<file path="src/hw/bus_defs.svh">
// CPU bus front end build constants
// memory depth, status identification and input timing option

`ifndef BUS_DEFS_SVH
`define BUS_DEFS_SVH

// work RAM depth in 32-bit words, addresses above this alias
`define BUS_RAM_WORDS 256

// constant returned by status word 2
`define BUS_STATUS_ID 32'h5c0b_0001

// 1 adds a register stage on the CPU request inputs
// ready then comes two cycles after the sampling edge instead of one
`define BUS_REGISTERED_INPUTS 1

`endif

</file>
<file path="src/hw/bus_pkg.sv">
// CPU bus front end types
// address, data, strobe and decoded region shared by all blocks

`default_nettype none

package bus_pkg;

    // byte address, bit 19 selects flash and 18:16 hold the region field
    typedef logic [19:0] bus_addr_t;

    // one bus word for both directions
    typedef logic [31:0] bus_data_t;

    // byte write strobes, any bit set marks a write
    typedef logic [3:0] bus_strb_t;

    // ~~~~~~~~~~~~~~~~~~~~~~~~~~~~~~~~~~~~~~~~~~~~~~~~~~~~~~~~~~~~~~~~~~~
    // decoded target of one access
    // ram to pad share their values with the region field codes
    // ~~~~~~~~~~~~~~~~~~~~~~~~~~~~~~~~~~~~~~~~~~~~~~~~~~~~~~~~~~~~~~~~~~~
    typedef enum logic [2:0] {
        region_ram    = 3'd0,
        region_vdp    = 3'd1,
        region_status = 3'd2,
        region_dsp    = 3'd3,
        region_pad    = 3'd4,
        region_flash  = 3'd5,
        region_none   = 3'd7
    } region_e;

endpackage

`default_nettype wire

</file>
<file path="src/hw/read_return.sv">
// read return path
// times the ready pulse and picks the read data and error flag
// for the transaction that was just active

`timescale 1ns/1ps
`default_nettype none

module read_return (
    input  wire                 clk,
    input  wire                 arst_n,
    input  wire                 active,
    input  bus_pkg::region_e    region,
    input  bus_pkg::bus_data_t  ram_rdata,
    input  bus_pkg::bus_data_t  status_rdata,
    input  bus_pkg::bus_data_t  ext_rdata,
    output logic                done,
    output logic                cpu_mem_ready,
    output bus_pkg::bus_data_t  cpu_mem_rdata,
    output logic                cpu_mem_error
);

    import bus_pkg::*;

    region_e   region_q;
    bus_data_t ext_rdata_q;
    logic      active_d;
    logic      done_q;
    logic      start;

    // one pulse per active window, re-armed once active drops
    assign start = active && !active_d;

    always_ff @(posedge clk or negedge arst_n) begin
        if (!arst_n) begin
            active_d <= 1'b0;
            done_q   <= 1'b0;
            region_q <= region_none;
        end else begin
            active_d <= active;
            done_q   <= start;
            if (start) begin
                region_q <= region;
            end
        end
    end

    // external devices answer within the enable cycle
    always_ff @(posedge clk) begin
        if (start) begin
            ext_rdata_q <= ext_rdata;
        end
    end

    always_comb begin
        case (region_q)
            region_ram:    cpu_mem_rdata = ram_rdata;
            region_status: cpu_mem_rdata = status_rdata;
            region_none:   cpu_mem_rdata = '0;
            default:       cpu_mem_rdata = ext_rdata_q;
        endcase
    end

    assign done          = done_q;
    assign cpu_mem_ready = done_q;
    assign cpu_mem_error = done_q && (region_q == region_none);

endmodule

`default_nettype wire

</file>
<file path="config.mk">
export PLATFORM = sky130hd
export DESIGN_NAME = read_return
export DESIGN_NICKNAME = d
export VERILOG_FILES = /design/src/hw/bus_defs.svh /design/src/hw/bus_pkg.sv /design/src/hw/read_return.sv
export SDC_FILE = /design/constraint.sdc
export NUM_CORES = 1
export LEC_CHECK = 0
export BUFFER_PORTS_ARGS = -buffer_cell sky130_fd_sc_hd__buf_4
export CAP_MARGIN = 20
export CELL_PAD_IN_SITES_DETAIL_PLACEMENT = 1
export CELL_PAD_IN_SITES_GLOBAL_PLACEMENT = 1
export CORE_ASPECT_RATIO = 0.5
export CORE_UTILIZATION = 30
export CTS_CLUSTER_DIAMETER = 30
export DETAILED_ROUTE_END_ITERATION = 7
export GPL_ROUTABILITY_DRIVEN = 1
export GPL_TIMING_DRIVEN = 0
export PLACE_DENSITY_LB_ADDON = 0.1
export SETUP_SLACK_MARGIN = 0.05
export SLEW_MARGIN = 10
export SYNTH_ARGS = -nofsm -noshare
export SYNTH_HDL_FRONTEND = slang
export SYNTH_SLANG_ARGS = --single-unit
</file>
<file path="constraint.sdc">
create_clock -name clk -period 4.94 [get_ports clk]
set_clock_uncertainty 0.1 [all_clocks]
set_input_delay 0.988 -clock clk [delete_from_list [all_inputs] [get_ports clk]]
set_output_delay 0.988 -clock clk [all_outputs]
set_load 0.01 [all_outputs]
</file>
* Word level (Yosys, flattened, before mapping) *
Cells that the tools add are included.

word-level totals
  flip-flop bits (word level) = 37
  input bits = 102
  output and inout port bits = 35
  logic and storage cells = 11

cells by class
  equal/unequal tests = 2
  muxes and demuxes = 1
  reductions and logical operators = 4

operators by type and width
  kind                                           number
  case mux 32 bit (3 select lines)               1
  == test 3 x 2 -> 1 bit, second input constant  1
  == test 3 bit, second input constant           1
  logical NOT 3 bit                              1
  logical AND 1 bit                              2
  logical NOT 1 bit                              1

* Longest topological paths before layout *
  depth in word-level cells = 2
  mapped depth = 5
  depth with buffers taken out = 3

* Least setup slack after synthesis *
Ideal clock, no wire load.

  path kind = in2reg
  start = input active
  end = register region_q[0]
  library setup time = 83 ps
  arrival = 3034 ps
  data required time = 4757 ps
  slack = 1723 ps
  cell stages on the path = 2
  path buffers = 0
  cells stage by stage = nor2b_1 -> mux2_2

on the way
  cells in the longest elaborated chain, start to end = 1

ends and longest elaborated chain
  what                  line               text
  from (decl)           read_return.sv:11  input wire active,
  logical AND 1 bit     read_return.sv:31  assign start = active && !active_d;
  to (signal assigned)  read_return.sv:37  region_q <= region_none;
  to (signal assigned)  read_return.sv:42  region_q <= region;
  to (decl)             read_return.sv:24  region_e region_q;

Every way passes these cells.
A chain may end at the register's enable or synchronous reset.

* Final worst setup path *
  start = register region_q[1]
  end = output cpu_mem_rdata[16]

on the way
  cells in the longest elaborated chain, start to end = 2
  elaborated cells between the ends (all ways) = 4
  classes of those cells = eq/ne: 2; mux: 1; reduce/logical: 1

ends and longest elaborated chain
  what                                         line               text
  == test 3 bit, or another cell as far along  read_return.sv:55  case (region_q)
  case mux 32 bit (3 select lines) (*)         read_return.sv:55
  to (decl)                                    read_return.sv:18  output bus_pkg::bus_data_t cpu_mem_rdata,

Every way passes the cells marked *; elsewhere a longest branch is shown, timed or not.

==> run_results.csv <==
group,metric,value,unit
run,maxCapViolCount,0,
clocking,cts_buffers,5,
grt,grt_usage,0.161,
timing,fin_crit_sh,0.555,
cells_and_area,final_cells,428,
timing,hold_violations,0,
yosys,synth_warnings,0,
timing,fmax,365,MHz
power_and_ir_drop,p_leak,1.70,nW
critical_path,worstPathRequired,3.85,ns
yosys,synth_area_leader_cell,"edfxtp_1",
timing,slew_violations,0,
grt,grt_start_max_net_pins,29,
yosys,synthFlopType,"edfxtp_1",
critical_path,timing.rr.end,"region_q[2]",
clocking,cts_root_buffer,"clkbuf_16",
timing,finalCriticalPeriod,2.74,ns
yosys,synth.distinct_cells,17,
routing,vias,1980,
routing,ant_nets,0,
power_and_ir_drop,p_per_area,304,nW/um^2
floorplan,num_rows,21,
floorplan,die_area,7780,um^2
floorplan,start_util,0.322,
worst_hold_path,min_path_type,"in -> async",
grt,grt_pass1_wl,9.66,mm
clocking,cts_tree,"yes",
clocking,clockBufferDepth,2,
routing,drt_iter0_drc,24,
yosys,synth_nets,293,
clocking,clock_latency,0.27,ns
status,status,"completed",
critical_path,cp_slowest_cell,"dfstp_2",
place,place.gp.congestion,0.665,
place,placedCellCount,420,
clocking,clock-sinks,37,
yosys,ys_ff_latch,37,
routing,wl_per_cell,14.4,um
critical_path,crit_chain,"buf_6, buf_12, mux2i_1, a21oi_1, buf_4",
power_and_ir_drop,peakVddDrop,154,uV
timing,tightest_slew,0.296,ns
critical_path,critPathArrivalTime,1.65,ns
timing,finalSetupViolations,0,
critical_path,critPathMaxStageDelay,0.52,ns
critical_path,worst-r2r-cell-count,3,
cells_and_area,nets,437,
floorplan,core_region_area,6910,um^2
yosys,syn_inst,191,
timing,rsz0062_at_grt,"no",
grt,grt-ovfl-total,0,
clocking,cts_resized,0,
critical_path,cp-end-kind,"primary output",
routing,drc,0,
cells_and_area,antenna_cells,0,
place,port_buffers,136,
clocking,post-cts-setup-buffers,0,
cells_and_area,final_util,0.510,
power_and_ir_drop,finalPower,0.00107,W
clocking,ctsHoldBuffers,0,
timing,tns,0,ns
routing,drtPass1Iterations,2,
grt,grt_pass1_vias,2111,
routing,drt-total-wl,6.17,mm
floorplan,fp.dieW,124,um
clocking,htreeDepth,2,
yosys,ys_top_cells_by_area,"edfxtp_1, mux2i_1, o21bai_1",
yosys,synth_edf_count,32,
routing,viasPerCell,4.63,
place,place_area,3390,um^2
cells_and_area,final_cell_area,3520,um^2
critical_path,reg2reg_slack,3.49,ns
grt,antenna_found_initial,0,
floorplan,die_h,62.9,um
cells_and_area,area_growth,58.5,%
yosys,avgSynthCellArea,11.6,um^2
yosys,synth_area,2220,um^2
critical_path,path_max_fanout,10,
floorplan,io_pins,137,
yosys,async_flop_share,0.135,
place,hpwl,5.02,mm
yosys,synth_top_area_share,0.432,
critical_path,start_kind,"flop",
critical_path,crit_type,"reg -> out",
critical_path,r2r-start,"active_d",
clocking,clk_pin_slew,0.05,ns
cells_and_area,drive_gt1_frac,0.515,
yosys,ys_seq_area_frac,0.490,
yosys,synthTopCellsByCount,"edfxtp_1, mux2i_1, nand2_1, o21bai_1, a21oi_1",
timing,slew_headroom,0.802,
cells_and_area,n_fill_cell,763,
-- report_power, final --
part           total [W]  switching, W  leakage (nW)  internal, W
clock network   0.000296      0.000109        0.0652     0.000187
registers       0.000365    0.00000411         0.356     0.000361
logic           0.000409      0.000191          1.28     0.000218
total            0.00107      0.000304          1.70     0.000766
-- metrics by stage --
| step | hold slack [ns] | setup WS [ns] |
|---|---|---|
| 6_report | 0.407 | 2.20 |
| 5_1_grt | 0.408 | 2.10 |
| 4_1_cts | 0.401 | 2.14 |
| 3_5_place_dp | 0.544 | 2.25 |
| 3_3_place_gp | 0.690 | 0.990 |
| 2_1_floorplan | 0.592 | 1.72 |
-- state kept, by name (all words and copies together), names as in the netlist --
signal         flops
cpu_mem_ready      1
region_q           3
active_d           1
ext_rdata_q       32
-- cell type report --
cell class | instances | area (um^2) | share of cell area
multi-input cells | 135 | 937 | 0.266
clock buffers | 8 | 136 | 0.0387
flip-flops and latches | 37 | 1090 | 0.309
repair buffers | 137 | 1040 | 0.296
plain buffers | 19 | 203 | 0.0575
well taps | 92 | 115 | 0.0327
-- layout by cell type (no fill, tap or decap), types with 2 or more instances in the layout --
cell       instances
buf_4            141
nand2_1           32
mux2i_1           32
edfxtp_1          32
buf_12             4
clkbuf_16          5
buf_6              8
mux2_2             3
dfrtp_1            2
dfstp_2            3
buf_2              3
clkbuf_1           3
a21oi_2            3
a21oi_1           29
o21bai_1          32
-- routing by layer --
| layer | wire [um] | global-route usage |
|---|---|---|
| met5 | 0 | 0 |
| met4 | 27 | 0.0271 |
| met3 | 510 | 0.0411 |
| met2 | 3190 | 0.315 |
| met1 | 2450 | 0.175 |
-- worst max-delay path by stage --
stage / start / end / slack, ns / cells after the start
6_report: region_q[1] / cpu_mem_rdata[16] / 2.20 / 5
3_5_place_dp: status_rdata[16] / cpu_mem_rdata[16] / 2.25 / 4
2_1_floorplan: active / region_q[0] / 1.72 / 2
3_3_place_gp: active / region_q[2] / 0.99 / 3
5_1_grt: region_q[1] / cpu_mem_rdata[16] / 2.10 / 5
4_1_cts: region_q[1] / cpu_mem_rdata[16] / 2.14 / 5
-- worst max-delay path, delay by kind of cell (launching register included) --
kind,cells,cell delay [ns]
multiplexers,1,0.26
AO/OA/AOI/OAI,1,0.11
flip-flops,1,0.52
buffers and inverters,3,0.49
-- cell families after synthesis --
logic type / share of synthesized area
AO/OA/AOI/OAI: 0.185
flip-flops: 0.490
AND/OR/NAND/NOR: 0.0738
buffers and inverters: 0.0912
multiplexers: 0.159
Power figures use the tool's default switching activity.
