File: src/hw/bus_defs.svh
// CPU bus front end build constants
// memory depth, status identification and input timing option

`ifndef BUS_DEFS_SVH
`define BUS_DEFS_SVH

// work RAM depth in 32-bit words, addresses above this alias
`define BUS_RAM_WORDS 256

// constant returned by status word 2
`define BUS_STATUS_ID 32'h5c0b_0001

// 1 adds a register stage on the CPU request inputs
// ready then comes two cycles after the sampling edge instead of one
`define BUS_REGISTERED_INPUTS 1

`endif

File: src/hw/bus_pkg.sv
// CPU bus front end types
// address, data, strobe and decoded region shared by all blocks

`default_nettype none

package bus_pkg;

    // byte address, bit 19 selects flash and 18:16 hold the region field
    typedef logic [19:0] bus_addr_t;

    // one bus word for both directions
    typedef logic [31:0] bus_data_t;

    // byte write strobes, any bit set marks a write
    typedef logic [3:0] bus_strb_t;

    // ~~~~~~~~~~~~~~~~~~~~~~~~~~~~~~~~~~~~~~~~~~~~~~~~~~~~~~~~~~~~~~~~~~~
    // decoded target of one access
    // ram to pad share their values with the region field codes
    // ~~~~~~~~~~~~~~~~~~~~~~~~~~~~~~~~~~~~~~~~~~~~~~~~~~~~~~~~~~~~~~~~~~~
    typedef enum logic [2:0] {
        region_ram    = 3'd0,
        region_vdp    = 3'd1,
        region_status = 3'd2,
        region_dsp    = 3'd3,
        region_pad    = 3'd4,
        region_flash  = 3'd5,
        region_none   = 3'd7
    } region_e;

endpackage

`default_nettype wire

File: src/hw/cpu_bus_if.sv
// captured CPU request
// one held transaction as seen by the decoder and the internal targets

`timescale 1ns/1ps
`default_nettype none

interface cpu_bus_if;

    import bus_pkg::*;

    bus_addr_t address;
    bus_data_t wdata;
    bus_strb_t wstrb;

    // high while the held request is being served
    logic      active;

    modport source (
        output address,
        output wdata,
        output wstrb,
        output active
    );

    modport sink (
        input address,
        input wdata,
        input wstrb,
        input active
    );

endinterface

`default_nettype wire

File: src/hw/address_decoder.sv
// address decoder
// maps the active request to a region and raises the matching
// internal enable or external enable and write enable pair

`timescale 1ns/1ps
`default_nettype none

module address_decoder (
    cpu_bus_if.sink           req,
    output bus_pkg::region_e  region,
    output logic              ram_en,
    output logic              status_en,
    output logic              vdp_en,
    output logic              vdp_write_en,
    output logic              dsp_en,
    output logic              dsp_write_en,
    output logic              pad_en,
    output logic              pad_write_en,
    output logic              flash_read_en
);

    import bus_pkg::*;

    logic is_write;

    assign is_write = |req.wstrb;

    // region is decoded from the address alone, enables need active
    always_comb begin
        if (req.address[19]) begin
            region = region_flash;
        end else begin
            case (req.address[18:16])
                3'd0:    region = region_ram;
                3'd1:    region = region_vdp;
                3'd2:    region = region_status;
                3'd3:    region = region_dsp;
                3'd4:    region = region_pad;
                default: region = region_none;
            endcase
        end
    end

    always_comb begin
        ram_en        = 1'b0;
        status_en     = 1'b0;
        vdp_en        = 1'b0;
        dsp_en        = 1'b0;
        pad_en        = 1'b0;
        flash_read_en = 1'b0;

        if (req.active) begin
            case (region)
                region_ram:    ram_en = 1'b1;
                region_status: status_en = 1'b1;
                region_vdp:    vdp_en = 1'b1;
                region_dsp:    dsp_en = 1'b1;
                region_pad:    pad_en = 1'b1;
                // flash is read only, a write just shows up as a read enable
                region_flash:  flash_read_en = 1'b1;
                default: begin
                end
            endcase
        end
    end

    assign vdp_write_en = vdp_en && is_write;
    assign dsp_write_en = dsp_en && is_write;
    assign pad_write_en = pad_en && is_write;

endmodule

`default_nettype wire

File: src/flat_wrapper.sv
// flat-port wrapper written by rule: the top's interface ports become plain ports
module address_decoder_flat import bus_pkg::*;
  (region, ram_en, status_en, vdp_en, vdp_write_en, dsp_en, dsp_write_en, pad_en, pad_write_en, flash_read_en, req_address, req_wdata, req_wstrb, req_active);
  cpu_bus_if req_i ();
  output bus_pkg::region_e region;
  output logic ram_en;
  output logic status_en;
  output logic vdp_en;
  output logic vdp_write_en;
  output logic dsp_en;
  output logic dsp_write_en;
  output logic pad_en;
  output logic pad_write_en;
  output logic flash_read_en;
  input wire logic [$bits(req_i.address)-1:0] req_address;
  input wire logic [$bits(req_i.wdata)-1:0] req_wdata;
  input wire logic [$bits(req_i.wstrb)-1:0] req_wstrb;
  input wire logic [$bits(req_i.active)-1:0] req_active;
  assign req_i.address = req_address;
  assign req_i.wdata = req_wdata;
  assign req_i.wstrb = req_wstrb;
  assign req_i.active = req_active;
  address_decoder u_core (.req(req_i), .region(region), .ram_en(ram_en), .status_en(status_en), .vdp_en(vdp_en), .vdp_write_en(vdp_write_en), .dsp_en(dsp_en), .dsp_write_en(dsp_write_en), .pad_en(pad_en), .pad_write_en(pad_write_en), .flash_read_en(flash_read_en));
endmodule
File: config.mk
export PLATFORM = sky130hd
export DESIGN_NAME = address_decoder_flat
export DESIGN_NICKNAME = d
export VERILOG_FILES = /design/src/hw/bus_defs.svh /design/src/hw/bus_pkg.sv /design/src/hw/cpu_bus_if.sv /design/src/hw/address_decoder.sv /design/src/flat_wrapper.sv
export SDC_FILE = /design/constraint.sdc
export NUM_CORES = 1
export LEC_CHECK = 0
export ABC_CLOCK_PERIOD_IN_PS = 800
export BUFFER_PORTS_ARGS = -buffer_cell sky130_fd_sc_hd__buf_2
export CORE_AREA = 2 2 39 41
export DETAILED_ROUTE_END_ITERATION = 7
export DIE_AREA = 0 0 41 43
export PLACE_DENSITY = 0.71
export SETUP_SLACK_MARGIN = 0.1
export SLEW_MARGIN = 40
export SYNTH_ARGS = -nofsm -noshare
export SYNTH_HDL_FRONTEND = slang
export SYNTH_SLANG_ARGS = --single-unit
export TNS_END_PERCENT = 5
File: constraint.sdc
create_clock -name vclk -period 0.8
set_input_delay 0.16 -clock vclk [all_inputs]
set_output_delay 0.16 -clock vclk [all_outputs]
set_load 0.02 [all_outputs]
**Word level (Yosys, flattened, before mapping)**

Cells that the tools add are included.

- Muxes and demuxes: 14
- Eq/ne operators: 9
- Reductions and logical operators: 6

Operator list:

| operator | count |
|---|---|
| $pmux 3 s5 | 1 |
| $eq 3x2->1 const B | 4 |
| $mux 1 | 12 |
| $eq 3x3->1 const B | 3 |
| $eq 3x1->1 const B | 2 |
| $logic_not 3->1 | 2 |
| $reduce_or 4->1 | 1 |
| $logic_and 1x1->1 | 3 |
| $mux 3 | 1 |

- Word-level logic and storage cells: 29
- Register bits after elaboration: 0
- Output and inout bits: 12
- Input port bits: 57

**Longest topological paths before layout**

- Depth after elaboration: 7
- Mapped depth: 3
- Mapped depth without buffers: 2

**Worst setup path before layout**

Ideal clock, no wire load.

- Path type: input-to-output
- From: in req_address[17]
- To: out dsp_write_en
- Stages: 3
- Buffers on the path: 1
- Data arrival time: 0.914 ns
- Slack: -0.274 ns
- Cell sequence: buf_2 -> inv_1 -> nor3_1

- Cells in the longest elaborated chain, start to end: 7
- Elaborated cells between the ends (all ways): 11

Ends and longest elaborated chain:

| item | RTL line | text |
|---|---|---|
| start: declaration | flat_wrapper.sv:15 | `input wire logic [$bits(req_i.address)-1:0] req_address;` |
| $eq 3x3->1, or another cell as far along | address_decoder.sv:33 | `case (req.address[18:16])` |
| $pmux 3 s5 * | address_decoder.sv:33 |  |
| $mux 3 * | address_decoder.sv:30 | `if (req.address[19]) begin` |
| $eq 3x2->1 * | address_decoder.sv:53 | `case (region)` |
| $mux 1 * | address_decoder.sv:53 |  |
| $mux 1 * | address_decoder.sv:52 | `if (req.active) begin` |
| $logic_and 1x1->1 * | address_decoder.sv:68 | `assign dsp_write_en = dsp_en && is_write;` |
| end: declaration | flat_wrapper.sv:11 | `output logic dsp_write_en;` |

Every way passes the cells marked *; elsewhere a longest branch is shown, timed or not.

**Worst setup path after layout**

- From: in req_wstrb[2]
- To: out pad_write_en

- Cells in the longest elaborated chain, start to end: 2

Ends and longest elaborated chain:

| item | RTL line | text |
|---|---|---|
| start: declaration | flat_wrapper.sv:17 | `input wire logic [$bits(req_i.wstrb)-1:0] req_wstrb;` |
| $reduce_or 4->1 | address_decoder.sv:26 | `assign is_write = \|req.wstrb;` |
| $logic_and 1x1->1 | address_decoder.sv:69 | `assign pad_write_en = pad_en && is_write;` |
| end: declaration | flat_wrapper.sv:13 | `output logic pad_write_en;` |

Every way passes these cells.

==> out/metrics.yaml <==
critical_path:
  slowest_delay_ns: 0.27
  cp-start-kind: "primary input"
  cp.arrival_ns: 0.88
  timing.critical_path.buf_inv: 3
  crit_required_ns: 0.64
  worstPathCellList: "buf_6 -> nor4_4 -> buf_6 -> nor4_4 -> buf_4"
  crit_type: "primary input to output pin"
  cp-end-kind: "output pin"
  worst_path_max_delay_cell: "nor4_4"
  crit_family: "buffers and inverters"
  crit_path_max_fanout: 3
floorplan:
  fp.dieW_um: 41
  coreArea_sq_mm: 0.00138
  fp.dieH_um: 43
  start_util: 0.109
  ios: 69
  rows: 14
  die-area_sq_mm: 0.00176
timing:
  fin_worst_hold_slack_ns: 0.651
  hold_viol_final: 0
  fin_crit_sh: 1.30
  finalSetupTns_ns: -1.95
  final-setup-viol-count: 11
  maxSlewViolCount: 0
  fmax_ghz: 0.963
  slew-limit-headroom: 0.861
  max_slew.worst_pin.slew_ns: 0.207
  rsz0062_at_grt: "yes"
  period_needed_ns: 1.04
  setup_ws_ns: -0.239
routing:
  wl_per_cell_um: 9.92
  vias_per_cell: 4.00
  drcViolationCount: 0
  route.antenna.remaining_nets: 0
  drt_first_pass_iters: 1
  drtIter0Drc: 0
  routed_wl_um: 595
  vias: 240
finish:
  nClkBuffers: 0
  final_area_sq_um: 474
  fin_nets: 103
  seq_area_sq_um: 0
  final_cell_count_no_fill: 60
  drive_gt1_frac: 0.977
  seq_cells: 0
  area.growth.synth_to_final_pct: 213
  n_fill_cell: 155
  num_antenna_cells: 0
hold_path:
  worstHoldStart: "req_address[19]"
  whs_path_depth: 3
  worstHoldEndpoint: "region[1]"
  hp-class: "primary input to output pin"
global_routing:
  grt_max_degree: 9
  overflow: 0
  grt_use_total: 0.0702
  antenna_found_initial: 0
  grt_pass1_wl_um: 938
  grt_pass1_vias: 218
yosys:
  synthAdderAreaFrac: 0
  synth.avg_cell_area_sq_um: 7.97
  synth_area_leaders: "nor4_4, nor3_2, nor3_1, nand2b_4, nor4_2"
  synth_top_family_by_area: "simple AND/OR/NAND/NOR gates"
  synth_cells: 19
  synth_compound_area_frac: 0.0992
  yosysTopAreaCellShare: 0.140
  yosys.area.top_type: "nor4_4"
  synth_cell_types: 14
  mappedNetlistArea_sq_um: 151
  muxShareOfSynthArea: 0
  seq_area_frac_synth: 0
  synth_xor_area_frac: 0
  yosys_warnings: 0
  synth_simple_gate_area_frac: 0.843
  syn-num-nets: 76
power:
  ir_worst_vdd_mv: 0.200
  p_leak_nw: 0.199
  power_density_mw_per_mm2: 432
placement:
  gp_congestion: 0.660
  dpl.hpwl_um: 512
  placement.io_buffers: 21
  place_area_sq_um: 377
  dp.cells: 59
status:
  violations: "negative setup slack"
  status: "complete, but fails checks"
flow_run:
  maxCapViolCount: 0
clock_tree:
  cts_hold_buf: 0
-- where the power goes --
| part | switching (W) | total [W] | internal (W) |
|---|---|---|---|
| clock network | 0 | 0 | 0 |
| registers | 0 | 0 | 0 |
| logic | 0.000104 | 0.000205 | 0.000101 |
-- cells in the final DEF, fill, tap and decap left out --
cell,n
buf_2,6
or2_4,1
buf_6,11
and2_2,1
nand4bb_4,1
nor3_4,4
nor2_1,1
buf_4,9
a211o_2,1
nor2_2,1
nor3_2,1
nor4_4,2
a21oi_2,1
nor2_4,1
inv_2,1
nand2b_4,2
-- through the flow --
| step | util | power, W | setup slack (ns) |
|---|---|---|---|
| 6_report | 0.343 | 0.000205 | -0.239 |
| 4_1_cts | 0.337 | 0.000204 | -0.251 |
| 3_3_place_gp | 0.272 | 0.000165 | -0.322 |
| 3_5_place_dp | 0.272 | 0.000169 | -0.360 |
| 2_1_floorplan | - | 0.0000964 | -0.112 |
| 5_1_grt | 0.343 | 0.000218 | -0.271 |
-- cell usage after synthesis --
cell,number
a211o_2,1
nor4_2,1
inv_1,1
a21oi_1,1
nor4_4,1
nor3_2,2
nand2b_4,1
nand2b_1,1
nor2_1,3
nand4bb_1,1
buf_2,1
nor3_1,3
or2_4,1
and2_2,1
-- per-layer routing --
layer,routed length (um),up-vias,GRT usage,share of wire
met1,216,104,0.0962,0.36
met4,0,0,0,0
met5,0,-,0,0
met3,65,0,0,0.11
met2,313,15,0.125,0.53
li1,-,121,-,-
-- cell type report --
type / instances / area, sq um / share of cell area
inverter: 1 / 3.75 / 0.00792
multi-input combinational: 17 / 229 / 0.483
tap: 16 / 20.0 / 0.0422
timing repair buffer: 26 / 221 / 0.467
-- repair_timing --
| item | 4_1_cts | 5_1_grt |
|---|---|---|
| setup buffers | 1 | 0 |
| pin swaps | 3 | 1 |
| gates resized for setup | 24 | 2 |
| setup endpoints to repair | 12 | 12 |
-- cell families after synthesis --
kind of cell	after synthesis
AND/OR/NAND/NOR	15
AO/OA/AOI/OAI	2
buffers and inverters	2
-- worst max path at each step --
stage,startpoint,end,cells past startpoint
after floorplan,req_address[19],dsp_write_en,2
after global placement,req_address[19],dsp_write_en,4
after detailed placement,req_address[19],dsp_write_en,4
after CTS,req_wstrb[2],pad_write_en,5
after global routing,req_wstrb[2],pad_write_en,5
final,req_wstrb[2],pad_write_en,5
No activity file was read; power rests on OpenSTA's default activity.
