## src/hw/bus_defs.svh

```systemverilog
// CPU bus front end build constants
// memory depth, status identification and input timing option

`ifndef BUS_DEFS_SVH
`define BUS_DEFS_SVH

// work RAM depth in 32-bit words, addresses above this alias
`define BUS_RAM_WORDS 256

// constant returned by status word 2
`define BUS_STATUS_ID 32'h5c0b_0001

// 1 adds a register stage on the CPU request inputs
// ready then comes two cycles after the sampling edge instead of one
`define BUS_REGISTERED_INPUTS 1

`endif

```

## src/hw/bus_pkg.sv

```systemverilog
// CPU bus front end types
// address, data, strobe and decoded region shared by all blocks

`default_nettype none

package bus_pkg;

    // byte address, bit 19 selects flash and 18:16 hold the region field
    typedef logic [19:0] bus_addr_t;

    // one bus word for both directions
    typedef logic [31:0] bus_data_t;

    // byte write strobes, any bit set marks a write
    typedef logic [3:0] bus_strb_t;

    // ~~~~~~~~~~~~~~~~~~~~~~~~~~~~~~~~~~~~~~~~~~~~~~~~~~~~~~~~~~~~~~~~~~~
    // decoded target of one access
    // ram to pad share their values with the region field codes
    // ~~~~~~~~~~~~~~~~~~~~~~~~~~~~~~~~~~~~~~~~~~~~~~~~~~~~~~~~~~~~~~~~~~~
    typedef enum logic [2:0] {
        region_ram    = 3'd0,
        region_vdp    = 3'd1,
        region_status = 3'd2,
        region_dsp    = 3'd3,
        region_pad    = 3'd4,
        region_flash  = 3'd5,
        region_none   = 3'd7
    } region_e;

endpackage

`default_nettype wire

```

## src/hw/cpu_bus_if.sv

```systemverilog
// captured CPU request
// one held transaction as seen by the decoder and the internal targets

`timescale 1ns/1ps
`default_nettype none

interface cpu_bus_if;

    import bus_pkg::*;

    bus_addr_t address;
    bus_data_t wdata;
    bus_strb_t wstrb;

    // high while the held request is being served
    logic      active;

    modport source (
        output address,
        output wdata,
        output wstrb,
        output active
    );

    modport sink (
        input address,
        input wdata,
        input wstrb,
        input active
    );

endinterface

`default_nettype wire

```

## src/hw/bus_capture.sv

```systemverilog
// request capture
// takes one CPU request, optionally through an input register, and
// marks it active for a single cycle while holding it until done

`timescale 1ns/1ps
`default_nettype none

module bus_capture #(
    parameter bit registered_inputs = 1'b1
) (
    input  wire                 clk,
    input  wire                 arst_n,
    input  wire                 cpu_mem_valid,
    input  bus_pkg::bus_addr_t  cpu_mem_address,
    input  bus_pkg::bus_data_t  cpu_mem_wdata,
    input  bus_pkg::bus_strb_t  cpu_mem_wstrb,
    input  wire                 done,
    cpu_bus_if.source           req
);

    import bus_pkg::*;

    // set while a request is held, so a held valid is taken once
    logic busy;

    generate
        if (registered_inputs) begin : g_registered
            bus_addr_t address_q;
            bus_data_t wdata_q;
            bus_strb_t wstrb_q;
            logic      active_q;
            logic      take;

            assign take = cpu_mem_valid && !busy && !done;

            always_ff @(posedge clk or negedge arst_n) begin
                if (!arst_n) begin
                    active_q <= 1'b0;
                    busy     <= 1'b0;
                end else begin
                    active_q <= take;
                    if (take) begin
                        busy <= 1'b1;
                    end else if (done) begin
                        busy <= 1'b0;
                    end
                end
            end

            always_ff @(posedge clk) begin
                if (take) begin
                    address_q <= cpu_mem_address;
                    wdata_q   <= cpu_mem_wdata;
                    wstrb_q   <= cpu_mem_wstrb;
                end
            end

            assign req.address = address_q;
            assign req.wdata   = wdata_q;
            assign req.wstrb   = wstrb_q;
            assign req.active  = active_q;
        end else begin : g_direct
            // CPU holds the request steady, only the active window is gated
            assign req.address = cpu_mem_address;
            assign req.wdata   = cpu_mem_wdata;
            assign req.wstrb   = cpu_mem_wstrb;
            assign req.active  = cpu_mem_valid && !busy && !done;

            // released once the CPU drops valid after ready
            always_ff @(posedge clk or negedge arst_n) begin
                if (!arst_n) begin
                    busy <= 1'b0;
                end else if (req.active) begin
                    busy <= 1'b1;
                end else if (!cpu_mem_valid) begin
                    busy <= 1'b0;
                end
            end
        end
    endgenerate

endmodule

`default_nettype wire

```

## src/flat_wrapper.sv

```systemverilog
// flat-port wrapper written by rule: the top's interface ports become plain ports
module bus_capture_flat import bus_pkg::*;
#(
    parameter bit registered_inputs = 1'b1
)
  (clk, arst_n, cpu_mem_valid, cpu_mem_address, cpu_mem_wdata, cpu_mem_wstrb, done, req_address, req_wdata, req_wstrb, req_active);
  cpu_bus_if req_i ();
  input  wire clk;
  input  wire arst_n;
  input  wire cpu_mem_valid;
  input  bus_pkg::bus_addr_t cpu_mem_address;
  input  bus_pkg::bus_data_t cpu_mem_wdata;
  input  bus_pkg::bus_strb_t cpu_mem_wstrb;
  input  wire done;
  output wire logic [$bits(req_i.address)-1:0] req_address;
  output wire logic [$bits(req_i.wdata)-1:0] req_wdata;
  output wire logic [$bits(req_i.wstrb)-1:0] req_wstrb;
  output wire logic [$bits(req_i.active)-1:0] req_active;
  assign req_address = req_i.address;
  assign req_wdata = req_i.wdata;
  assign req_wstrb = req_i.wstrb;
  assign req_active = req_i.active;
  bus_capture #(.registered_inputs(registered_inputs)) u_core (.clk(clk), .arst_n(arst_n), .cpu_mem_valid(cpu_mem_valid), .cpu_mem_address(cpu_mem_address), .cpu_mem_wdata(cpu_mem_wdata), .cpu_mem_wstrb(cpu_mem_wstrb), .done(done), .req(req_i));
endmodule
```

## config.mk

```make
export PLATFORM = sky130hd
export DESIGN_NAME = bus_capture_flat
export DESIGN_NICKNAME = d
export VERILOG_FILES = /design/src/hw/bus_defs.svh /design/src/hw/bus_pkg.sv /design/src/hw/cpu_bus_if.sv /design/src/hw/bus_capture.sv /design/src/flat_wrapper.sv
export SDC_FILE = /design/constraint.sdc
export NUM_CORES = 1
export LEC_CHECK = 0
export BUFFER_PORTS_ARGS = -buffer_cell sky130_fd_sc_hd__buf_2
export CAP_MARGIN = 10
export CORE_MARGIN = 2
export CORE_UTILIZATION = 40
export CTS_CLUSTER_SIZE = 30
export DETAILED_ROUTE_END_ITERATION = 10
export GPL_ROUTABILITY_DRIVEN = 0
export GPL_TIMING_DRIVEN = 0
export PLACE_DENSITY = 0.77
export SYNTH_ARGS = -nofsm -noshare
export SYNTH_HDL_FRONTEND = slang
export SYNTH_SLANG_ARGS = --single-unit
export TNS_END_PERCENT = 100
```

## constraint.sdc

```tcl
create_clock -name clk -period 3.7 [get_ports clk]
set_input_delay 0.37 -clock clk [delete_from_list [all_inputs] [get_ports clk]]
set_output_delay 0.37 -clock clk [all_outputs]
set_load 0.02 [all_outputs]
```

[Word-level counts from Yosys, hierarchy flattened]
Cells that the tools add are included.
Operators by class
  muxes and demuxes: 2
  reduce and logical (&&, ||, !) cells: 5
Operators by type and width (count)
  logical AND 1 bit: 2
  logical NOT 1 bit: 2
  2-to-1 mux 1 bit: 2
  nonzero test 2 bit: 1
Storage, ports and cells
  bits in registers: 58
  input bits: 60

[Logic depth before layout (Yosys ltp)]
Gate-level depths: netlist (run 1).
  depth after elaboration: 4
  depth in mapped cells: 1
  gate-level depth less buffers: 1

[Worst setup path after synthesis (run 1)]
Ideal clock, no wire load.
  kind: input-to-reg
  start point: in done
  end point: reg u_core.g_registered.address_q[0], in the netlist u_core.req.address[0] (enable)
  data arrival time: 2.601 ns
  required time: 3.239 ns
  path slack: 0.638 ns
  stages on the path: 1
  cells stage by stage: nor3b_2
Between the ends
  word-level cells in the longest chain between the ends: 2
RTL lines
  start: declaration: RTL line flat_wrapper.sv:14  | input wire done;
  logical NOT 1 bit: RTL line bus_capture.sv:34  | assign take = cpu_mem_valid && !busy && !done;
  logical AND 1 bit: RTL line bus_capture.sv:34
  end signal: assignment: RTL line bus_capture.sv:52  | address_q <= cpu_mem_address;
  end: declaration: RTL line bus_capture.sv:28  | bus_addr_t address_q;
No other way between the ends.
A chain may end at the register's enable or synchronous reset.

[Final worst setup path (run 1)]
  start point: reg u_core.busy
  end point: reg u_core.g_registered.wdata_q[31], in the netlist u_core.req.wdata[31] (enable)
Between the ends
  word-level cells in the longest chain between the ends: 3
RTL lines
  start: declaration: RTL line bus_capture.sv:24  | logic busy;
  start signal: assignment: RTL line bus_capture.sv:39  | busy <= 1'b0;
  start signal: assignment: RTL line bus_capture.sv:43  | busy <= 1'b1;
  start signal: assignment: RTL line bus_capture.sv:45  | busy <= 1'b0;
  logical NOT 1 bit: RTL line bus_capture.sv:34
  logical AND 1 bit (2 in a row): RTL line bus_capture.sv:34
  via u_core.g_registered.take: RTL line bus_capture.sv:32  | logic take;
  end signal: assignment: RTL line bus_capture.sv:53  | wdata_q <= cpu_mem_wdata;
  end: declaration: RTL line bus_capture.sv:29  | bus_data_t wdata_q;
The timed path passes the listed nets, and every way through them passes these cells.

==> results.toml, run 1 <==
[setup_path]
crit_type = "reg2reg"
startpoint = "u_core.busy$_DFFE_PN0P_"
path_cells = "nor3b_4, buf_16, buf_8"
path_max_fanout = 17
r2r_slack_ns = 2.03
path_buf_inv = 2
r2r-end = "u_core.req.wdata[31]$_DFFE_PP_"
crit_required_ns = 3.73
cp-start-kind = "register"
r2r_cells = 3
crit_arrival_ns = 1.70
worst_setup_path_end_kind = "register"
max_stage_delay_ns = 0.57
endpoint = "u_core.req.wdata[31]$_DFFE_PP_"
cpLargestDelayFamily = "simple AND/OR/NAND/NOR gates"
crit_cells = 3
r2r-start = "u_core.busy$_DFFE_PN0P_"
slowest_stage = "nor3b_4"

[min_path]
min_path_type = "in2reg"
hp-start = "cpu_mem_wdata[23]"

[synth]
syn-cell-area_mm2 = 0.001754
synth_area_leaders = "edfxtp_1, dfrtp_1, nor3b_2, o21ba_1"
synth_top_area_share_pct = 95.86
syn-num-nets = 120
yosysWarnings = 0
ys_seq_elements = 58
yosysSeqAreaShare_pct = 98.72
syn_area_per_cell_um2 = 29.24
syn_inst = 60
yosysTopAreaCell = "edfxtp_1"
synth_cell_types = 4

[route]
drtIter0Drc = 79
drc = 0
wl_per_cell_um = 13.61
viasPerCell = 4.290
ant_nets = 0
wl_mm = 3.375
first_pass_iters = 4
via_count = 1064

[sta]
drv_slew = 0
max_freq_mhz = 598.4
fin_ws_ns = 2.029
setup_viol = 0
hold_viol_final = 0
fin_crit_sh_pct = 45.16
worstMarginPinSlew_ns = 0.6530
rsz0062_at_grt = "no"
whs_ns = 0.2192
slew_headroom_pct = 56.42
fin_crit_ns = 1.671
fin_worst_skew_ns = 0.003996

[clock_network]
clk_pin_slew_ns = 0.07
cts_tree = "built"
clockRootBuffer = "clkbuf_8"
clockBufferDepth = 2
cts_sinks = 58
numCtsBuffers = 9
cts_max_level = 3
worstSkewPairLatency_ns = 0.32
ctsResizeCount = 0

[final_layout]
diodes = 0
area_growth_pct = 53.57
fin_util_pct = 62.73
final_cells = 248
final_cell_mix = "buf_2, edfxtp_1, clkbuf_8, clkinv_2"
final_nets = 251
fill_cells = 352
mostFrequentLayoutCell = "buf_2"
drive_above_1_share_pct = 68.88

[die]
start_util_pct = 40.85
core_mm2 = 0.004294
die_area_mm2 = 0.004931
die_width_um = 70.22
die_height_um = 70.22
io_pins = 117
rows = 24

[global_routing]
track_usage_pct = 14.50
overflow = 0
antenna_found_initial = 0
grt_max_degree = 20
grt_pass1_vias = 1081
grt_first_pass_wirelength_mm = 5.216

[outcome]
status = "finished clean"

[placed_design]
port_buffers = 116
placed_cells = 231
place_ws_ns = 1.902
dp_hpwl_mm = 2.518

[power]
ir_drop_uv = 440.0
p_leak_nw = 1.160
p_per_area_mw_per_mm2 = 543.5

[job]
cap_violations = 0
worst reg2reg max path, cell delays in order (launching register included):
cell	delay [ns]
dfrtp_1	0.40
nor3b_4	0.57
buf_16	0.23
buf_8	0.17
Yosys cell counts, drive strengths merged:
library cell and n:
nor3b 1, dfrtp 2, edfxtp 56, o21ba 1
worst min path at each step:
stage | slack, ns | end | depth (start not counted)
floorplan | 0.07 | u_core.busy$_DFFE_PN0P_ | 0
global placement | 0.16 | u_core.busy$_DFFE_PN0P_ | 1
detailed placement | 0.16 | u_core.busy$_DFFE_PN0P_ | 1
CTS | 0.20 | u_core.req.wdata[23]$_DFFE_PP_ | 1
global route | 0.19 | u_core.req.wdata[23]$_DFFE_PP_ | 1
finish | 0.22 | u_core.req.wdata[23]$_DFFE_PP_ | 1
sequential cells by signal, indices dropped and copies added, names as in the netlist:
signal              count
u_core.req.wdata       32
u_core.req.address     20
u_core.req.active       1
u_core.req.wstrb        4
u_core.busy             1
area by class of cell:
class | count | area (um2) | area share, %
Sequential cell | 58 | 1732 | 64.28
Timing Repair Buffer | 120 | 660.6 | 24.52
Clock buffer | 9 | 123.9 | 4.598
Clock inverter | 7 | 83.83 | 3.112
Tap cell | 52 | 65.06 | 2.415
Multi-Input combinational cell | 2 | 28.78 | 1.068
power breakdown:
group / internal (mW) / switching (mW) / total, mW
clock: 0.372 / 0.232 / 0.604
sequential: 0.750 / 0.00575 / 0.756
combinational: 0.0457 / 0.0582 / 0.104
total: 1.17 / 0.296 / 1.46
stage by stage:
stage               TNS, ns  instance area [um2]  total power [mW]
finish                    0                 2694             1.464
global route              0                 2694             1.525
CTS                       0                 2694             1.487
detailed placement        0                 2476            0.8749
global placement     -7.480                 2400            0.8634
floorplan                 0                 1754            0.8124
per-layer routing:
layer	up-vias	part of all wire, %	global-route usage, %
li1	503	-	-
met1	493	36	16.58
met2	64	54	21.80
met3	4	8.7	7.504
met4	0	0.71	8.333
met5	-	0	0
logic make-up (layout without fill, tap and decap cells):
| logic type | count (synthesis) | in the layout | share of synthesized area (%) |
|---|---|---|---|
| and+or+nand+nor | 1 | 1 | 0.7132 |
| DFF | 58 | 58 | 98.72 |
| buffers and inverters | 0 | 136 | 0 |
| AOI/OAI and AO/OA | 1 | 1 | 0.5706 |
what timing repair did:
item | 4_1_cts | 5_1_grt
buffers inserted | 0 | 0
hold buffers | 1 | 0
endpoints found under the hold margin | 2 | 0
No activity file was read; power rests on OpenSTA's default activity.
==> run 2: changes to the inputs <==
Settings changed: CORE_UTILIZATION 40 to 37, PLACE_DENSITY 0.77 to 0.75.
Clock period 3.7 ns to 1.42 ns, I/O delays scaled along.
==> results.toml, run 2 (same netlist as run 1, synthesis figures left out) <==
[outcome]
status = "finished clean"

[final_layout]
fill_cells = 285
final_cell_mix = "buf_2, dlygate4sd3_1, edfxtp_1, clkbuf_8, buf_4"
final_cells = 313
diodes = 0
mostFrequentLayoutCell = "buf_2"
largest_reg_flops = 32
drive_above_1_share_pct = 54.05
final_nets = 314
area_growth_pct = 85.02

[clock_network]
cts_max_level = 3
worstSkewPairLatency_ns = 0.33
clockRootBuffer = "clkbuf_8"
cts_sinks = 58
cts_tree = "built"
clockBufferDepth = 2
ctsResizeCount = 0
numCtsBuffers = 9
clk_pin_slew_ns = 0.06

[sta]
fin_crit_ns = 1.328
rsz0062_at_grt = "no"
max_freq_mhz = 753.1
slew_headroom_pct = 85.04
whs_ns = 0.05624
drv_slew = 0
setup_viol = 0
finalSetupTns_ns = 0
hold_viol_final = 0
fin_crit_sh_pct = 93.51
fin_ws_ns = 0.09217
fin_worst_skew_ns = 0.005581
worstMarginPinSlew_ns = 0.2241

[placed_design]
placed_cells = 233
place_ws_ns = -0.4072
port_buffers = 116

[setup_path]
crit_arrival_ns = 1.36
path_max_fanout = 16
max_stage_delay_ns = 0.41
path_cells = "nor3b_4, buf_4, buf_8"
crit_required_ns = 1.45
crit_type = "reg2reg"
worst_setup_path_end_kind = "register"
slowest_stage = "dfrtp_1"
cp-start-kind = "register"

[job]
cap_violations = 0

[die]
io_pins = 117
rows = 25
die_area_mm2 = 0.005308
die_height_um = 72.86
die_width_um = 72.86
core_mm2 = 0.004661
start_util_pct = 37.64

[power]
p_leak_nw = 1.391
p_per_area_mw_per_mm2 = 1117
ir_drop_uv = 660.6

[route]
viasPerCell = 4.406
wl_per_cell_um = 16.66
first_pass_iters = 4
wl_mm = 5.216
drc = 0
ant_nets = 0
drtIter0Drc = 138
via_count = 1379

[global_routing]
grt_first_pass_wirelength_mm = 7.452
antenna_found_initial = 0
track_usage_pct = 20.10
grt_pass1_vias = 1494
grt_max_degree = 18
overflow = 0

[min_path]
min_path_type = "in2reg"
run 2: metrics by stage:
| step | area (um2) | total power, mW | utilization (%) |
|---|---|---|---|
| 2_1_floorplan | 1760 | 2.117 | - |
| 3_3_place_gp | 2409 | 2.252 | 51.68 |
| 3_5_place_dp | 2450 | 2.270 | 52.56 |
| 4_1_cts | 3203 | 3.618 | 68.72 |
| 5_1_grt | 3246 | 3.760 | 69.64 |
| 6_report | 3246 | 3.625 | 69.64 |
run 2: where the power goes:
group / switching (mW) / internal [mW]
sequential: 0.0181 / 1.95
combinational: 0.191 / 0.227
clock: 0.628 / 0.606
total: 0.837 / 2.79
run 2: worst paths after layout:
path / startpoint / to / slack (ns) / cells past startpoint
setup reg to reg: u_core.busy$_DFFE_PN0P_ / u_core.req.wdata[15]$_DFFE_PP_ / 0.09 / 3
setup / recovery: u_core.busy$_DFFE_PN0P_ / u_core.req.wdata[15]$_DFFE_PP_ / 0.09 / 3
max in group asynchronous: arst_n / u_core.req.active$_DFF_PN0_ / 1.20 / 2
min in group asynchronous: arst_n / u_core.busy$_DFFE_PN0P_ / 0.13 / 2
hold reg to reg: u_core.busy$_DFFE_PN0P_ / u_core.busy$_DFFE_PN0P_ / 0.58 / 1
hold / removal: cpu_mem_valid / u_core.busy$_DFFE_PN0P_ / 0.06 / 2
run 2: what timing repair did:
action,CTS,global route
setup endpoints to repair,57,12
hold endpoints to repair,58,0
hold buffers,57,0
pin swaps,1,0
setup buffers,3,4
run 2: area by class of cell:
type | instances | area, um2 | area share (%)
multi-input cells | 2 | 28.78 | 0.8867
clock inverters | 7 | 36.28 | 1.118
flip-flops and latches | 58 | 1732 | 53.35
well taps | 54 | 67.56 | 2.082
repair buffers | 183 | 1257 | 38.74
clock buffers | 9 | 123.9 | 3.817
run 2: worst max-delay path: cells and delay by family, from the launching register on:
family                 cells  cell delay, ns
flip-flops                 1            0.41
buffers and inverters      2            0.34
AND/OR/NAND/NOR            1            0.27
run 2: per-layer routing:
| metal | vias to the layer above | wire length, um | GRT usage [%] | part of all wire (%) |
|---|---|---|---|---|
| met5 | - | 0 | 0 | 0 |
| met4 | 0 | 157 | 10.08 | 3.0 |
| met3 | 15 | 417 | 6.354 | 8.0 |
| met2 | 87 | 2805 | 37.07 | 54 |
| met1 | 645 | 1836 | 20.11 | 35 |
| li1 | 632 | - | - | - |
==> run 3: changes to the inputs <==
Settings changed: BUFFER_PORTS_ARGS -buffer_cell sky130_fd_sc_hd__buf_2 to -buffer_cell sky130_fd_sc_hd__buf_4, SKIP_CTS_REPAIR_TIMING from default to 1.
==> results.toml, run 3 (same netlist as run 1, synthesis figures left out) <==
[power]
pwr-share-clk_pct = 36.8
p_sw_mw = 0.8810
seqPwrFrac_pct = 50.4
ir_drop_uv = 780.5
p_leak_nw = 1.490
p_sw_share_pct = 22.44
p_per_area_mw_per_mm2 = 1108
p_comb_share_pct = 12.8
p_int_mw = 3.045

[final_layout]
fin_util_pct = 76.03
largest_reg_flops = 32
area_growth_pct = 102.0
diodes = 0
mostFrequentLayoutCell = "buf_4"
drive_above_1_share_pct = 53.54
final_cell_mix = "buf_4, dlygate4sd3_1, edfxtp_1, clkbuf_8, clkinv_2"
fill_cells = 263
final_nets = 309

[job]
cap_violations = 0

[setup_path]
crit_required_ns = 1.46
worst_setup_path_end_kind = "register"
crit_type = "reg2reg"
path_max_fanout = 20
cp-start-kind = "register"
crit_arrival_ns = 1.33

[clock_network]
cts_sinks = 58
cts_max_level = 3
cts_tree = "built"
clk_pin_slew_ns = 0.06
worstSkewPairLatency_ns = 0.34
clockRootBuffer = "clkbuf_8"
numCtsBuffers = 9
clockBufferDepth = 2

[min_path]
min_path_type = "in2reg"

[route]
drc = 0
wl_per_cell_um = 19.05
wl_mm = 5.868
via_count = 1400
viasPerCell = 4.545
ant_nets = 0
drtIter0Drc = 104
first_pass_iters = 4

[sta]
hold_viol_final = 0
fin_crit_ns = 1.288
worstMarginPinSlew_ns = 0.1612
setup_viol = 0
fin_crit_sh_pct = 90.71
slew_headroom_pct = 89.24
finalSetupTns_ns = 0
fin_worst_skew_ns = 0.01212
max_freq_mhz = 776.4
rsz0062_at_grt = "no"
drv_slew = 0

[die]
die_width_um = 72.86
core_mm2 = 0.004661
rows = 25
start_util_pct = 37.64
die_area_mm2 = 0.005308
die_height_um = 72.86
io_pins = 117

[global_routing]
track_usage_pct = 16.33
grt_pass1_vias = 1136
grt_first_pass_wirelength_mm = 5.844
overflow = 0
antenna_found_initial = 0
grt_max_degree = 24

[outcome]
status = "finished clean"

[placed_design]
dp_hpwl_mm = 3.293
port_buffers = 116
[run 3: cell count changes in the layout (fill, tap and decap cells not counted), sizes merged]
cell | before | now
buf | 126 | 121
bufinv | 0 | 1
clkinvlp | 2 | 1
[run 3: final timing paths]
kind                                                  to               startpoint  cells after the start  slack [ns]
max                        u_core.req.wstrb[2]$_DFFE_PP_  u_core.busy$_DFFE_PN0P_                      3        0.13
min                              u_core.busy$_DFFE_PN0P_            cpu_mem_valid                      2        0.04
max reg2reg                u_core.req.wstrb[2]$_DFFE_PP_  u_core.busy$_DFFE_PN0P_                      3        0.13
min reg2reg                      u_core.busy$_DFFE_PN0P_  u_core.busy$_DFFE_PN0P_                      1        0.57
max in group asynchronous        u_core.busy$_DFFE_PN0P_                   arst_n                      2        1.19
min in group asynchronous    u_core.req.active$_DFF_PN0_                   arst_n                      2        0.14
[run 3: final cells by class]
cell class / count / area, um2 / area share (%)
well taps: 54 / 67.56 / 1.907
clock buffers: 9 / 123.9 / 3.496
clock inverters: 7 / 60.06 / 1.695
flip-flops and latches: 58 / 1732 / 48.87
repair buffers: 178 / 1531 / 43.22
multi-input cells: 2 / 28.78 / 0.8121
[run 3: worst max-delay path, cell delays in order (launching register included)]
cell and delay (ns):
dfrtp_1 0.41, nor3b_4 0.22, buf_4 0.20, buf_16 0.17
[run 3: metal layers]
metal	global-route usage (%)	routed length, um	part of all wire [%]	vias up
li1	-	-	-	620
met3	7.320	508	8.7	22
met1	16.37	2217	38	666
met5	0	0	0	-
met4	11.11	227	3.9	0
met2	27.07	2914	50	92
[run 3: power by group through the flow]
| stage | sequential [mW] | combinational (mW) | clock (mW) |
|---|---|---|---|
| after floorplan | 2.09 | 0.0269 | 0 |
| after global placement | 2.01 | 0.320 | 0 |
| after detailed placement | 2.01 | 0.352 | 0 |
| after CTS | 1.98 | 0.352 | 1.44 |
| after global routing | 1.98 | 0.526 | 1.54 |
| final | 1.98 | 0.504 | 1.44 |
[run 3: through the flow]
step / area [um2] / instances / hold WS (ns) / total power, mW / worst slack [ns]
after floorplan: 1760 / 60 / -0.1536 / 2.117 / -0.8753
after global placement: 2699 / 230 / -0.07561 / 2.333 / -1.217
after detailed placement: 2754 / 232 / -0.07383 / 2.364 / -0.3740
after CTS: 2938 / 248 / -0.4391 / 3.769 / -0.3736
after global routing: 3543 / 308 / 0.03811 / 4.047 / 0.1018
final: 3543 / 308 / 0.04468 / 3.926 / 0.1319
